$ cat src/verilog/kiwi_pkg.sv
`default_nettype none

package kiwi_pkg;

    typedef logic [63:0] xlen_t;
    typedef logic [63:0] addr_t;
    typedef logic [31:0] inst_t;
    typedef logic [4:0]  reg_idx_t;
    typedef logic [7:0]  strb_t;
    typedef logic [2:0]  prot_t;
    typedef logic [1:0]  resp_t;

    typedef enum logic [3:0] {
        ALU_ADD,
        ALU_SUB,
        ALU_SLL,
        ALU_SLT,
        ALU_SLTU,
        ALU_XOR,
        ALU_SRL,
        ALU_SRA,
        ALU_OR,
        ALU_AND,
        ALU_PASS
    } alu_op_e;

    typedef enum logic [1:0] {
        KIND_ALU,
        KIND_STORE,
        KIND_HALT,
        KIND_NOP
    } op_kind_e;

    localparam logic [6:0] OPC_OP_IMM = 7'b0010011;
    localparam logic [6:0] OPC_OP     = 7'b0110011;
    localparam logic [6:0] OPC_LUI    = 7'b0110111;
    localparam logic [6:0] OPC_AUIPC  = 7'b0010111;
    localparam logic [6:0] OPC_STORE  = 7'b0100011;
    localparam logic [6:0] OPC_SYSTEM = 7'b1110011;

    // unprivileged, secure; instruction side sets bit 2
    localparam prot_t AXI_PROT_DATA = 3'b000;
    localparam prot_t AXI_PROT_INST = 3'b100;

    typedef enum logic [1:0] {
        FETCH_ADDR,
        FETCH_DATA,
        FETCH_HOLD
    } fetch_state_e;

    typedef enum logic [1:0] {
        STORE_IDLE,
        STORE_SEND,
        STORE_RESP
    } store_state_e;

endpackage

`default_nettype wire

$ cat src/verilog/kiwi_if.sv
`timescale 1ns/10ps
`default_nettype none

// fetched instruction towards decode
interface inst_if;
    logic            valid;
    kiwi_pkg::addr_t pc;
    kiwi_pkg::inst_t inst;
    logic            stall;

    modport producer (output valid, output pc, output inst, input stall);
    modport consumer (input valid, input pc, input inst, output stall);
endinterface

// decoded operation towards execute
interface op_if;
    logic               valid;
    kiwi_pkg::op_kind_e kind;
    kiwi_pkg::alu_op_e  alu_op;
    logic               use_imm;
    kiwi_pkg::reg_idx_t rd;
    kiwi_pkg::reg_idx_t rs1;
    kiwi_pkg::reg_idx_t rs2;
    kiwi_pkg::xlen_t    imm;
    kiwi_pkg::addr_t    pc;
    logic [2:0]         size;
    logic               stall;

    modport producer (
        output valid, output kind, output alu_op, output use_imm, output rd,
        output rs1, output rs2, output imm, output pc, output size, input stall
    );
    modport consumer (
        input valid, input kind, input alu_op, input use_imm, input rd,
        input rs1, input rs2, input imm, input pc, input size, output stall
    );
endinterface

// lane-aligned store towards the write channel
interface store_if;
    logic            valid;
    kiwi_pkg::addr_t addr;
    kiwi_pkg::xlen_t data;
    kiwi_pkg::strb_t strb;
    logic            stall;

    modport producer (output valid, output addr, output data, output strb, input stall);
    modport consumer (input valid, input addr, input data, input strb, output stall);
endinterface

`default_nettype wire

$ cat src/verilog/fetch_unit.sv
`timescale 1ns/10ps
`default_nettype none

module fetch_unit #(
    parameter kiwi_pkg::addr_t RESET_VEC = '0
) (
    input  wire                   clk_i,
    input  wire                   rst_n_i,
    output logic                  arvalid_o,
    output kiwi_pkg::addr_t       araddr_o,
    input  wire                   arready_i,
    input  wire                   rvalid_i,
    input  wire kiwi_pkg::xlen_t  rdata_i,
    output logic                  rready_o,
    inst_if.producer              inst_o
);

    kiwi_pkg::fetch_state_e state_q;
    kiwi_pkg::addr_t        pc_q;
    kiwi_pkg::inst_t        inst_q;

    always_ff @(posedge clk_i or negedge rst_n_i) begin
        if (!rst_n_i) begin
            state_q <= kiwi_pkg::FETCH_ADDR;
            pc_q    <= RESET_VEC;
        end else begin
            case (state_q)
                kiwi_pkg::FETCH_ADDR: begin
                    if (arready_i) begin
                        state_q <= kiwi_pkg::FETCH_DATA;
                    end
                end
                kiwi_pkg::FETCH_DATA: begin
                    if (rvalid_i) begin
                        state_q <= kiwi_pkg::FETCH_HOLD;
                    end
                end
                kiwi_pkg::FETCH_HOLD: begin
                    // next read goes out once decode takes this one
                    if (!inst_o.stall) begin
                        pc_q    <= pc_q + 64'd4;
                        state_q <= kiwi_pkg::FETCH_ADDR;
                    end
                end
                default: begin
                    state_q <= kiwi_pkg::FETCH_ADDR;
                end
            endcase
        end
    end

    // pick the addressed half of the 64-bit beat
    always_ff @(posedge clk_i) begin
        if (state_q == kiwi_pkg::FETCH_DATA && rvalid_i) begin
            inst_q <= pc_q[2] ? rdata_i[63:32] : rdata_i[31:0];
        end
    end

    assign arvalid_o = (state_q == kiwi_pkg::FETCH_ADDR);
    assign araddr_o  = pc_q;
    assign rready_o  = (state_q == kiwi_pkg::FETCH_DATA);

    assign inst_o.valid = (state_q == kiwi_pkg::FETCH_HOLD);
    assign inst_o.pc    = pc_q;
    assign inst_o.inst  = inst_q;

endmodule

`default_nettype wire

$ cat src/verilog/inst_decoder.sv
`timescale 1ns/10ps
`default_nettype none

module inst_decoder (
    inst_if.consumer inst_i,
    op_if.producer   op_o
);

    logic [6:0]      opcode;
    logic [2:0]      funct3;
    logic            alt;
    kiwi_pkg::xlen_t imm_i;
    kiwi_pkg::xlen_t imm_s;
    kiwi_pkg::xlen_t imm_u;

    assign opcode = inst_i.inst[6:0];
    assign funct3 = inst_i.inst[14:12];
    // bit 30 selects sub and sra; for op-imm only srai uses it
    assign alt = inst_i.inst[30] & ((opcode == kiwi_pkg::OPC_OP) | (funct3 == 3'b101));

    assign imm_i = {{52{inst_i.inst[31]}}, inst_i.inst[31:20]};
    assign imm_s = {{52{inst_i.inst[31]}}, inst_i.inst[31:25], inst_i.inst[11:7]};
    assign imm_u = {{32{inst_i.inst[31]}}, inst_i.inst[31:12], 12'b0};

    always_comb begin
        op_o.kind    = kiwi_pkg::KIND_NOP;
        op_o.alu_op  = kiwi_pkg::ALU_ADD;
        op_o.use_imm = 1'b0;
        op_o.imm     = imm_i;
        case (opcode)
            kiwi_pkg::OPC_OP_IMM, kiwi_pkg::OPC_OP: begin
                op_o.kind    = kiwi_pkg::KIND_ALU;
                op_o.use_imm = (opcode == kiwi_pkg::OPC_OP_IMM);
                case (funct3)
                    3'b000:  op_o.alu_op = alt ? kiwi_pkg::ALU_SUB : kiwi_pkg::ALU_ADD;
                    3'b001:  op_o.alu_op = kiwi_pkg::ALU_SLL;
                    3'b010:  op_o.alu_op = kiwi_pkg::ALU_SLT;
                    3'b011:  op_o.alu_op = kiwi_pkg::ALU_SLTU;
                    3'b100:  op_o.alu_op = kiwi_pkg::ALU_XOR;
                    3'b101:  op_o.alu_op = alt ? kiwi_pkg::ALU_SRA : kiwi_pkg::ALU_SRL;
                    3'b110:  op_o.alu_op = kiwi_pkg::ALU_OR;
                    default: op_o.alu_op = kiwi_pkg::ALU_AND;
                endcase
            end
            kiwi_pkg::OPC_LUI, kiwi_pkg::OPC_AUIPC: begin
                // use_imm low makes the passed immediate pc-relative
                op_o.kind    = kiwi_pkg::KIND_ALU;
                op_o.alu_op  = kiwi_pkg::ALU_PASS;
                op_o.use_imm = (opcode == kiwi_pkg::OPC_LUI);
                op_o.imm     = imm_u;
            end
            kiwi_pkg::OPC_STORE: begin
                op_o.kind = kiwi_pkg::KIND_STORE;
                op_o.imm  = imm_s;
            end
            kiwi_pkg::OPC_SYSTEM: begin
                // only ebreak, the rest of system is a nop
                if (funct3 == 3'b000 && inst_i.inst[31:20] == 12'h001) begin
                    op_o.kind = kiwi_pkg::KIND_HALT;
                end
            end
            default: begin
                op_o.kind = kiwi_pkg::KIND_NOP;
            end
        endcase
    end

    assign op_o.valid   = inst_i.valid;
    assign op_o.rd      = inst_i.inst[11:7];
    assign op_o.rs1     = inst_i.inst[19:15];
    assign op_o.rs2     = inst_i.inst[24:20];
    assign op_o.pc      = inst_i.pc;
    assign op_o.size    = funct3;
    assign inst_i.stall = op_o.stall;

endmodule

`default_nettype wire

$ cat src/verilog/int_execute.sv
`timescale 1ns/10ps
`default_nettype none

module int_execute (
    input  wire        clk_i,
    input  wire        rst_n_i,
    op_if.consumer     op_i,
    store_if.producer  store_o,
    output logic       halt_o
);

    kiwi_pkg::xlen_t regs [31:0];
    kiwi_pkg::xlen_t rs1_val;
    kiwi_pkg::xlen_t rs2_val;
    kiwi_pkg::xlen_t src_b;
    kiwi_pkg::xlen_t alu_res;
    logic [5:0]      shamt;
    kiwi_pkg::addr_t st_addr;
    kiwi_pkg::strb_t st_strb;
    logic            needs_store;
    logic            accept;
    logic            halted_q;

    // x0 is never written
    assign rs1_val = (op_i.rs1 == '0) ? '0 : regs[op_i.rs1];
    assign rs2_val = (op_i.rs2 == '0) ? '0 : regs[op_i.rs2];
    assign src_b   = op_i.use_imm ? op_i.imm : rs2_val;
    assign shamt   = src_b[5:0];

    always_comb begin
        case (op_i.alu_op)
            kiwi_pkg::ALU_ADD:  alu_res = rs1_val + src_b;
            kiwi_pkg::ALU_SUB:  alu_res = rs1_val - src_b;
            kiwi_pkg::ALU_SLL:  alu_res = rs1_val << shamt;
            kiwi_pkg::ALU_SLT:  alu_res = {63'b0, $signed(rs1_val) < $signed(src_b)};
            kiwi_pkg::ALU_SLTU: alu_res = {63'b0, rs1_val < src_b};
            kiwi_pkg::ALU_XOR:  alu_res = rs1_val ^ src_b;
            kiwi_pkg::ALU_SRL:  alu_res = rs1_val >> shamt;
            kiwi_pkg::ALU_SRA:  alu_res = $signed(rs1_val) >>> shamt;
            kiwi_pkg::ALU_OR:   alu_res = rs1_val | src_b;
            kiwi_pkg::ALU_AND:  alu_res = rs1_val & src_b;
            // lui passes imm, auipc adds the pc
            kiwi_pkg::ALU_PASS: alu_res = op_i.use_imm ? op_i.imm : op_i.pc + op_i.imm;
            default:            alu_res = rs1_val + src_b;
        endcase
    end

    // store address, then data and strobes moved onto their byte lanes
    assign st_addr = rs1_val + op_i.imm;

    always_comb begin
        case (op_i.size[1:0])
            2'b00:   st_strb = 8'h01;
            2'b01:   st_strb = 8'h03;
            2'b10:   st_strb = 8'h0f;
            default: st_strb = 8'hff;
        endcase
    end

    assign store_o.valid = op_i.valid & (op_i.kind == kiwi_pkg::KIND_STORE) & ~halted_q;
    assign store_o.addr  = st_addr;
    assign store_o.data  = rs2_val << {st_addr[2:0], 3'b000};
    assign store_o.strb  = st_strb << st_addr[2:0];

    // ebreak waits for the store buffer to drain as well
    assign needs_store = (op_i.kind == kiwi_pkg::KIND_STORE) | (op_i.kind == kiwi_pkg::KIND_HALT);
    assign op_i.stall  = halted_q | (needs_store & store_o.stall);
    assign accept      = op_i.valid & ~op_i.stall;

    always_ff @(posedge clk_i) begin
        if (accept && op_i.kind == kiwi_pkg::KIND_ALU && op_i.rd != '0) begin
            regs[op_i.rd] <= alu_res;
        end
    end

    always_ff @(posedge clk_i or negedge rst_n_i) begin
        if (!rst_n_i) begin
            halted_q <= 1'b0;
        end else if (accept && op_i.kind == kiwi_pkg::KIND_HALT) begin
            halted_q <= 1'b1;
        end
    end

    assign halt_o = halted_q;

endmodule

`default_nettype wire

$ cat src/verilog/store_unit.sv
`timescale 1ns/10ps
`default_nettype none

module store_unit (
    input  wire                  clk_i,
    input  wire                  rst_n_i,
    store_if.consumer            store_i,
    output logic                 awvalid_o,
    output kiwi_pkg::addr_t      awaddr_o,
    input  wire                  awready_i,
    output logic                 wvalid_o,
    output kiwi_pkg::xlen_t      wdata_o,
    output kiwi_pkg::strb_t      wstrb_o,
    input  wire                  wready_i,
    input  wire                  bvalid_i,
    output logic                 bready_o
);

    kiwi_pkg::store_state_e state_q;
    logic                   aw_done_q;
    logic                   w_done_q;
    logic                   aw_fire;
    logic                   w_fire;
    kiwi_pkg::addr_t        addr_q;
    kiwi_pkg::xlen_t        data_q;
    kiwi_pkg::strb_t        strb_q;

    assign aw_fire = awvalid_o & awready_i;
    assign w_fire  = wvalid_o & wready_i;

    always_ff @(posedge clk_i or negedge rst_n_i) begin
        if (!rst_n_i) begin
            state_q   <= kiwi_pkg::STORE_IDLE;
            aw_done_q <= 1'b0;
            w_done_q  <= 1'b0;
        end else begin
            case (state_q)
                kiwi_pkg::STORE_IDLE: begin
                    if (store_i.valid) begin
                        state_q   <= kiwi_pkg::STORE_SEND;
                        aw_done_q <= 1'b0;
                        w_done_q  <= 1'b0;
                    end
                end
                kiwi_pkg::STORE_SEND: begin
                    // address and data complete independently
                    aw_done_q <= aw_done_q | aw_fire;
                    w_done_q  <= w_done_q | w_fire;
                    if ((aw_done_q | aw_fire) && (w_done_q | w_fire)) begin
                        state_q <= kiwi_pkg::STORE_RESP;
                    end
                end
                kiwi_pkg::STORE_RESP: begin
                    if (bvalid_i) begin
                        state_q <= kiwi_pkg::STORE_IDLE;
                    end
                end
                default: begin
                    state_q <= kiwi_pkg::STORE_IDLE;
                end
            endcase
        end
    end

    always_ff @(posedge clk_i) begin
        if (state_q == kiwi_pkg::STORE_IDLE && store_i.valid) begin
            addr_q <= store_i.addr;
            data_q <= store_i.data;
            strb_q <= store_i.strb;
        end
    end

    assign store_i.stall = (state_q != kiwi_pkg::STORE_IDLE);

    assign awvalid_o = (state_q == kiwi_pkg::STORE_SEND) & ~aw_done_q;
    assign awaddr_o  = addr_q;
    assign wvalid_o  = (state_q == kiwi_pkg::STORE_SEND) & ~w_done_q;
    assign wdata_o   = data_q;
    assign wstrb_o   = strb_q;
    assign bready_o  = (state_q == kiwi_pkg::STORE_RESP);

endmodule

`default_nettype wire

$ cat src/verilog/kiwi_core.sv
`timescale 1ns/10ps
`default_nettype none

module kiwi_core #(
    parameter kiwi_pkg::addr_t RESET_VEC = '0
) (
    input  wire                   clk_i,
    input  wire                   rst_n_i,
    // instruction read channel
    output logic                  arvalid_o,
    output kiwi_pkg::addr_t       araddr_o,
    output kiwi_pkg::prot_t       arprot_o,
    input  wire                   arready_i,
    input  wire                   rvalid_i,
    input  wire kiwi_pkg::xlen_t  rdata_i,
    input  wire kiwi_pkg::resp_t  rresp_i,
    output logic                  rready_o,
    // data write channel
    output logic                  awvalid_o,
    output kiwi_pkg::addr_t       awaddr_o,
    output kiwi_pkg::prot_t       awprot_o,
    input  wire                   awready_i,
    output logic                  wvalid_o,
    output kiwi_pkg::xlen_t       wdata_o,
    output kiwi_pkg::strb_t       wstrb_o,
    input  wire                   wready_i,
    input  wire                   bvalid_i,
    input  wire kiwi_pkg::resp_t  bresp_i,
    output logic                  bready_o,
    output logic                  halt_o
);

    inst_if  inst_bus ();
    op_if    op_bus ();
    store_if store_bus ();

    // responses are not checked; every access is assumed to succeed
    assign arprot_o = kiwi_pkg::AXI_PROT_INST;
    assign awprot_o = kiwi_pkg::AXI_PROT_DATA;

    fetch_unit #(
        .RESET_VEC (RESET_VEC)
    ) u_fetch_unit (
        .clk_i     (clk_i),
        .rst_n_i   (rst_n_i),
        .arvalid_o (arvalid_o),
        .araddr_o  (araddr_o),
        .arready_i (arready_i),
        .rvalid_i  (rvalid_i),
        .rdata_i   (rdata_i),
        .rready_o  (rready_o),
        .inst_o    (inst_bus.producer)
    );

    inst_decoder u_inst_decoder (
        .inst_i (inst_bus.consumer),
        .op_o   (op_bus.producer)
    );

    int_execute u_int_execute (
        .clk_i   (clk_i),
        .rst_n_i (rst_n_i),
        .op_i    (op_bus.consumer),
        .store_o (store_bus.producer),
        .halt_o  (halt_o)
    );

    store_unit u_store_unit (
        .clk_i     (clk_i),
        .rst_n_i   (rst_n_i),
        .store_i   (store_bus.consumer),
        .awvalid_o (awvalid_o),
        .awaddr_o  (awaddr_o),
        .awready_i (awready_i),
        .wvalid_o  (wvalid_o),
        .wdata_o   (wdata_o),
        .wstrb_o   (wstrb_o),
        .wready_i  (wready_i),
        .bvalid_i  (bvalid_i),
        .bready_o  (bready_o)
    );

endmodule

`default_nettype wire

$ cat config.mk
export PLATFORM = sky130hd
export DESIGN_NAME = kiwi_core
export DESIGN_NICKNAME = d
export VERILOG_FILES = /design/src/verilog/kiwi_pkg.sv /design/src/verilog/kiwi_if.sv /design/src/verilog/fetch_unit.sv /design/src/verilog/inst_decoder.sv /design/src/verilog/int_execute.sv /design/src/verilog/store_unit.sv /design/src/verilog/kiwi_core.sv
export SDC_FILE = /design/constraint.sdc
export NUM_CORES = 2
export LEC_CHECK = 0
export BUFFER_PORTS_ARGS = -buffer_cell sky130_fd_sc_hd__clkbuf_2
export CAP_MARGIN = 20
export CORE_UTILIZATION = 40
export DETAILED_ROUTE_END_ITERATION = 7
export PLACE_DENSITY_LB_ADDON = 0.08
export SYNTH_ARGS = -nofsm -noshare
export SYNTH_HDL_FRONTEND = slang
export SYNTH_SLANG_ARGS = --single-unit
export TNS_END_PERCENT = 50
$ cat constraint.sdc
create_clock -name clk_i -period 16.3 [get_ports clk_i]
set_clock_uncertainty 0.15 [all_clocks]
set_input_delay 0.815 -clock clk_i [delete_from_list [all_inputs] [get_ports clk_i]]
set_output_delay 0.815 -clock clk_i [all_outputs]
set_load 0.02 [all_outputs]
-- After elaboration in Yosys (flattened, before gate mapping)
Memories as Yosys holds them, arrays and structs flattened. A register that Yosys moved wholly into a read port is not among the register bits.
Cells that the tools add are included.
- input port bits: 75
- memories: 1
- bits in writable memories: 2048
- bits in registers: 239
- reductions and logical operators: 24
- multiplexer cells: 30
- shift-type cells: 5
- add/sub/neg operators: 5
- bitwise logic cells: 21
- equal/unequal tests: 37
- magnitude comparators: 2
- memory list (memory ; depth ; width ; rd ports ; clocked after Yosys merged registers in ; wr ports ; RTL line ; source):
    u_int_execute.regs ; 32 ; 64 ; 2 ; 2 ; 1 ; int_execute.sv:12 ; kiwi_pkg::xlen_t regs [31:0];
- operator list (kind ; count):
    case mux 64 bit (10 select lines) ; 1
    2-to-1 mux 64 bit ; 4
    adder 64 bit ; 3
    less-than comparator 64 bit ; 2
    left shift 64 x 6 -> 64 bit ; 2
    adder 64 x 3 -> 64 bit (second input constant) ; 1
    AND 64 bit ; 1
    bitwise OR 64 bit ; 1
    >> shifter 64 x 6 -> 64 bit ; 1
    >>> shifter 64 x 6 -> 64 bit ; 1
    subtractor 64 bit ; 1
    bitwise XOR 64 bit ; 1
    case mux 31 bit (2 select lines) ; 1
    2-to-1 mux 32 bit ; 1
    case mux 4 bit (7 select lines) ; 1
    case mux 8 bit (3 select lines) ; 1
    equality test 7 x 6 -> 1 bit (second input constant) ; 3
    case mux 2 bit (3 select lines) ; 3
    equality test 4 x 3 -> 1 bit (second input constant) ; 4
    equality test 7 x 5 -> 1 bit (second input constant) ; 2
    equality test 12 x 1 -> 1 bit (second input constant) ; 1
    equality test 4 bit (second input constant) ; 3
    2-to-1 mux 2 bit ; 6
    logical NOT 5 bit ; 2
    27 further kinds ; 77

-- Depth between registers and ports, before layout
- word-level depth: 14
- depth in mapped cells: 29
- depth with buffers taken out: 22

-- Cells and area by module
From an unflattened synthesis, not the netlist that was laid out.
- cell total of the unflattened synthesis: 10315
- area, all modules: 135451.2 µm²
- modules (own cells, without submodules) (module ; area an instance (µm²) ; instances ; cells each):
    int_execute ; 124856.0 ; 1 ; 9533
    fetch_unit ; 4845.9 ; 1 ; 419
    store_unit ; 4280.4 ; 1 ; 159
    inst_decoder ; 1416.4 ; 1 ; 196
    kiwi_core ; 52.6 ; 1 ; 8

-- Least setup slack after synthesis
No wires, ideal clock.
- path kind: reg2reg
- start: register u_fetch_unit.inst_q[31] (netlist: u_fetch_unit.inst_o.inst[31])
- end: register u_store_unit.addr_q[0] (netlist: u_store_unit.awaddr_o[0]) (enable)
- path buffers: 1
- setup slack: -66 ps
- setup time: 975 ps
- arrival: 15241 ps
- period minus slack after synthesis: 16366 ps
- cell stages (with the launch flop): 8
- cells stage by stage: edfxtp_1 -> clkbuf_1 -> nor3b_1 -> nand3_1 -> and2_1 -> ha_1 -> nand2b_1 -> nor4_1
- longest elaborated chain between the ends: 8
- ends and longest elaborated chain (item ; RTL line ; source):
    start: declaration ; fetch_unit.sv:20 ; kiwi_pkg::inst_t inst_q;
    start signal: assignment ; fetch_unit.sv:55 ; inst_q <= pc_q[2] ? rdata_i[63:32] : rdata_i[31:0];
    equality test 12 x 1 -> 1 bit ; inst_decoder.sv:58 ; if (funct3 == 3'b000 && inst_i.inst[31:20] == 12'h001) begin
    logical AND 1 bit ; inst_decoder.sv:58 ;
    2-to-1 mux 1 bit ; inst_decoder.sv:58 ;
    case mux 2 bit (3 select lines) ; inst_decoder.sv:30 ; case (opcode)
    equality test 2 x 1 -> 1 bit ; int_execute.sv:60 ; assign store_o.valid = op_i.valid & (op_i.kind == kiwi_pkg::KIND_STORE) & ~halted_q;
    AND 1 bit (2 in series) ; int_execute.sv:60 ;
    logical AND 1 bit ; store_unit.sv:66 ; if (state_q == kiwi_pkg::STORE_IDLE && store_i.valid) begin
    end signal: assignment ; store_unit.sv:67 ; addr_q <= store_i.addr;
    end: declaration ; store_unit.sv:24 ; kiwi_pkg::addr_t addr_q;
Every way passes these cells.
A chain may end at the register's enable or synchronous reset.

==> run metrics <==
Final period util 64.7%; largest family of logic cells by synthesized area multiplexers; Internal 17.6 mW; gp weighted congestion 1.05; Worst-Margin Slew 1.34 ns; Synth Area in Compound Gates 10.5%; fillers 29587; initial antenna violation count 58; global-route wire length before repair 798000 µm; Port Buffers 274; clock power share between 10% and 20%; drt first pass iters 7; Post-Synth Adder-Cell Area roughly 3.1%; Top Ports ~290; Final Max Tran Viols 0; Worst-Skew Late Latency 0.94 ns; Worst setup SP type flop; Seq pwr share 29.8%; Post-synth EDFFs 2216; Power Density 217 nW/µm²; Die Y 579 µm; Period minus WS final 10.54 ns; synthesized area 133000 µm²; hold_ws 0.0399 ns; Post-Synth Simple-Gate Area 6.95%; relative slew slack 10.4%; vias in the first global route approximately 96000; xor/xnor share of the synthesized area ~1.5%; post-route ant nets 0; Final WS setup 5.76 ns; Peak VDD IR 184 µV; DR iter-0 viols 12202; CTS sink cnt 2295; die width 579 µm; TritonCTS clock tree built; Post-Syn Instances 9712; # H-tree levels 5; most common cell after layout, fill and taps aside edfxtp_1; Via Count 97921; switching pwr 14.9 mW; Cells after DPL roughly 14000; HP Class input port to flop; area of the die about 340000 µm²; largest net degree at the start of global routing 133; fmax 94.9 MHz; HPWL Detailed 399000 µm; top_reg_cell synth edfxtp_1; met1 GRT Util 45.0%; Post-Route WL 588000 µm; GR Util met3 6.80%; Root Buffer clkbuf_16; CP top delay family compound AO/OA/AOI/OAI gates; Yosys warnings 0; FP Rows 211; Sw Ratio 45.8%; max_cap viols 0; Max clock buf depth 4; grt ovf 0; grt peak-use layer met2; CP max-delay cell buf_4; CP max stage delay 0.88 ns; Initial Utilization about two fifths; Crit path top cell by count buf_4; worst path cell trace buf_4 -> buf_4 -> mux4_2 -> mux4_2 -> a22oi_4 -> inv_1 -> ha_1 -> nor4_1 -> nor3b_1 -> o311ai_0 -> a311oi_1 -> a211oi_1 -> buf_4 -> o211ai_1 -> a21oi_1 -> a21oi_1 -> o32ai_1 -> nor2_1 -> a31oi_1 -> or4_1 -> buf_4; layout cell share with drive strength beyond 1 24.4%; Mapped Avg Cell Area about 14 µm²; element type at the critical path end flop; WL per Instance 40.2 µm; Yosys reg bits approximately 2300; nets 10420; met2 Use GR 54.1%; Logic pwr share between 50% and 60%; Async SR Flop Fraction under 10%; RSZ-0062 raised after global routing no; fin cells roughly 15000; Final setup viols 0; CP Buf/Inv Count 5; DR vias/cell roughly 6.7; Clk pin slew, worst setup/hold paths approximately 0.06 ns; Setup WS pre-CTS 5.87 ns; critical path class flop to flop; mux share of post-synthesis cell area about a quarter; worst path required time 16.71 ns; Leak 52.1 nW; GR Util All Layers 34.5%; commonest cells after routing, fill and taps aside edfxtp_1, mux4_2, nand2_1, a21oi_1, nor2_1; crit-path max FO 46; sequential area share after synthesis 51.4%; Layout area overhead 12.4%; setup TNS 0 ns; synth unique cells 119; status completed; crit path DAT 10.95 ns; final hold violations 0; postcts setup bufs 0; total core area 331000 µm²; drt drc 0; Inserted Clock Buffers 265
[cells in the mapped netlist (all sizes together), types with 71 or more instances]
library cell	n	share of area (%)
a21o	144	0.81
a21oi	586	2.2
a22oi	112	0.67
buf	361	1.6
clkbuf	335	0.94
edfxtp	2216	50
ha	321	3.0
inv	276	0.78
mux2	142	1.2
mux2i	448	3.4
mux4	1103	19
nand2	717	2.0
nand3	186	0.70
nand4	71	0.33
nor2	572	1.6
nor3	146	0.58
o21ai	532	2.0
o22ai	75	0.36
xnor2	164	1.1
[flip-flops by register name, indices dropped and copies added, names as in the netlist, 2 cells and up, named ones only]
name and count:
u_store_unit.awaddr_o 64, u_int_execute.regs 2048, u_fetch_unit.state_q 2, u_fetch_unit.inst_o.inst 32
u_store_unit.wdata_o 64, u_fetch_unit.araddr_o 62, u_store_unit.state_q 2, u_store_unit.wstrb_o 8
[kinds of logic (layout without fill, tap and decap cells)]
group           Yosys count  in the layout
fa+ha+maj               325            325
compound gates         2160           2160
flops                  2295           2295
mux                    1693           1693
buf+inv                 978           1419
xor+xnor                226            226
other cells               2            115
simple gates           2033           2033
[power by group through the flow]
stage          clock, mW  sequential (mW)  combinational (mW)
6_report            5.99             9.67                16.8
5_1_grt             6.28             9.69                17.5
4_1_cts             6.09             9.68                16.2
3_5_place_dp           0             9.80                16.1
3_3_place_gp           0             9.81                16.0
2_1_floorplan          0             9.76                8.97
[per-layer routing]
layer / share of wire (%) / up-vias / wire length (µm)
met5: 0.016 / - / 96
met4: 6.5 / 14 / 38200
met3: 8.8 / 1183 / 51800
met2: 46 / 5621 / 269000
met1: 39 / 51579 / 229000
li1: - / 39524 / -
[path summary, 6_finish.rpt]
check	cells after the start	to	slack [ns]	start
max in group asynchronous	3	u_fetch_unit.araddr_o[52]	14.78	rst_n_i
min	3	u_fetch_unit.state_q[0]	0.04	arready_i
min reg2reg	1	u_fetch_unit.state_q[0]	0.34	u_fetch_unit.state_q[1]
max	21	u_int_execute.regs[8][49]	5.76	flop
max reg2reg	21	u_int_execute.regs[8][49]	5.76	flop
min in group asynchronous	2	u_fetch_unit.araddr_o[20]	0.23	rst_n_i
[per-stage QoR]
| stage | area [µm²] | total power, mW | util [%] |
|---|---|---|---|
| after detailed placement | 141000 | 25.9 | 42.6 |
| after global routing | 150000 | 33.4 | 45.2 |
| after global placement | 141000 | 25.8 | 42.6 |
| final | 150000 | 32.5 | 45.3 |
| after floorplan | 133000 | 18.7 | - |
| after CTS | 149000 | 31.9 | 45.2 |
[area by class of cell]
cell class                 count  area, µm²  share of cell area [%]
sequential                  2295      68500                    45.8
inverter                     282       1080                   0.719
antenna                       43        108                  0.0719
multi-input combinational   6509      61300                    41.0
clock buffer                 315       6940                    4.63
tap                         4366       5460                    3.65
clock inverter               155       1580                    1.05
timing repair buffer         667       4710                    3.14
[repair_timing]
action | in CTS | in global routing
hold buffers | 1 | 0
hold endpoints to repair | 26 | 0
gates resized for setup | 0 | 0
[worst reg2reg max path, cell delays in order, from the launching register on]
cell	delay, ns
dfxtp_4	0.73
buf_4	0.89
buf_4	0.90
mux4_2	0.65
mux4_2	0.53
a22oi_4	0.63
inv_1	0.23
ha_1	0.51
nor4_1	0.63
nor3b_1	0.24
o311ai_0	0.27
a311oi_1	0.80
a211oi_1	0.19
buf_4	0.20
o211ai_1	0.53
a21oi_1	0.32
a21oi_1	0.27
o32ai_1	0.10
nor2_1	0.12
a31oi_1	0.15
or4_1	0.78
buf_4	0.31
(Power assumes the default switching activity.)
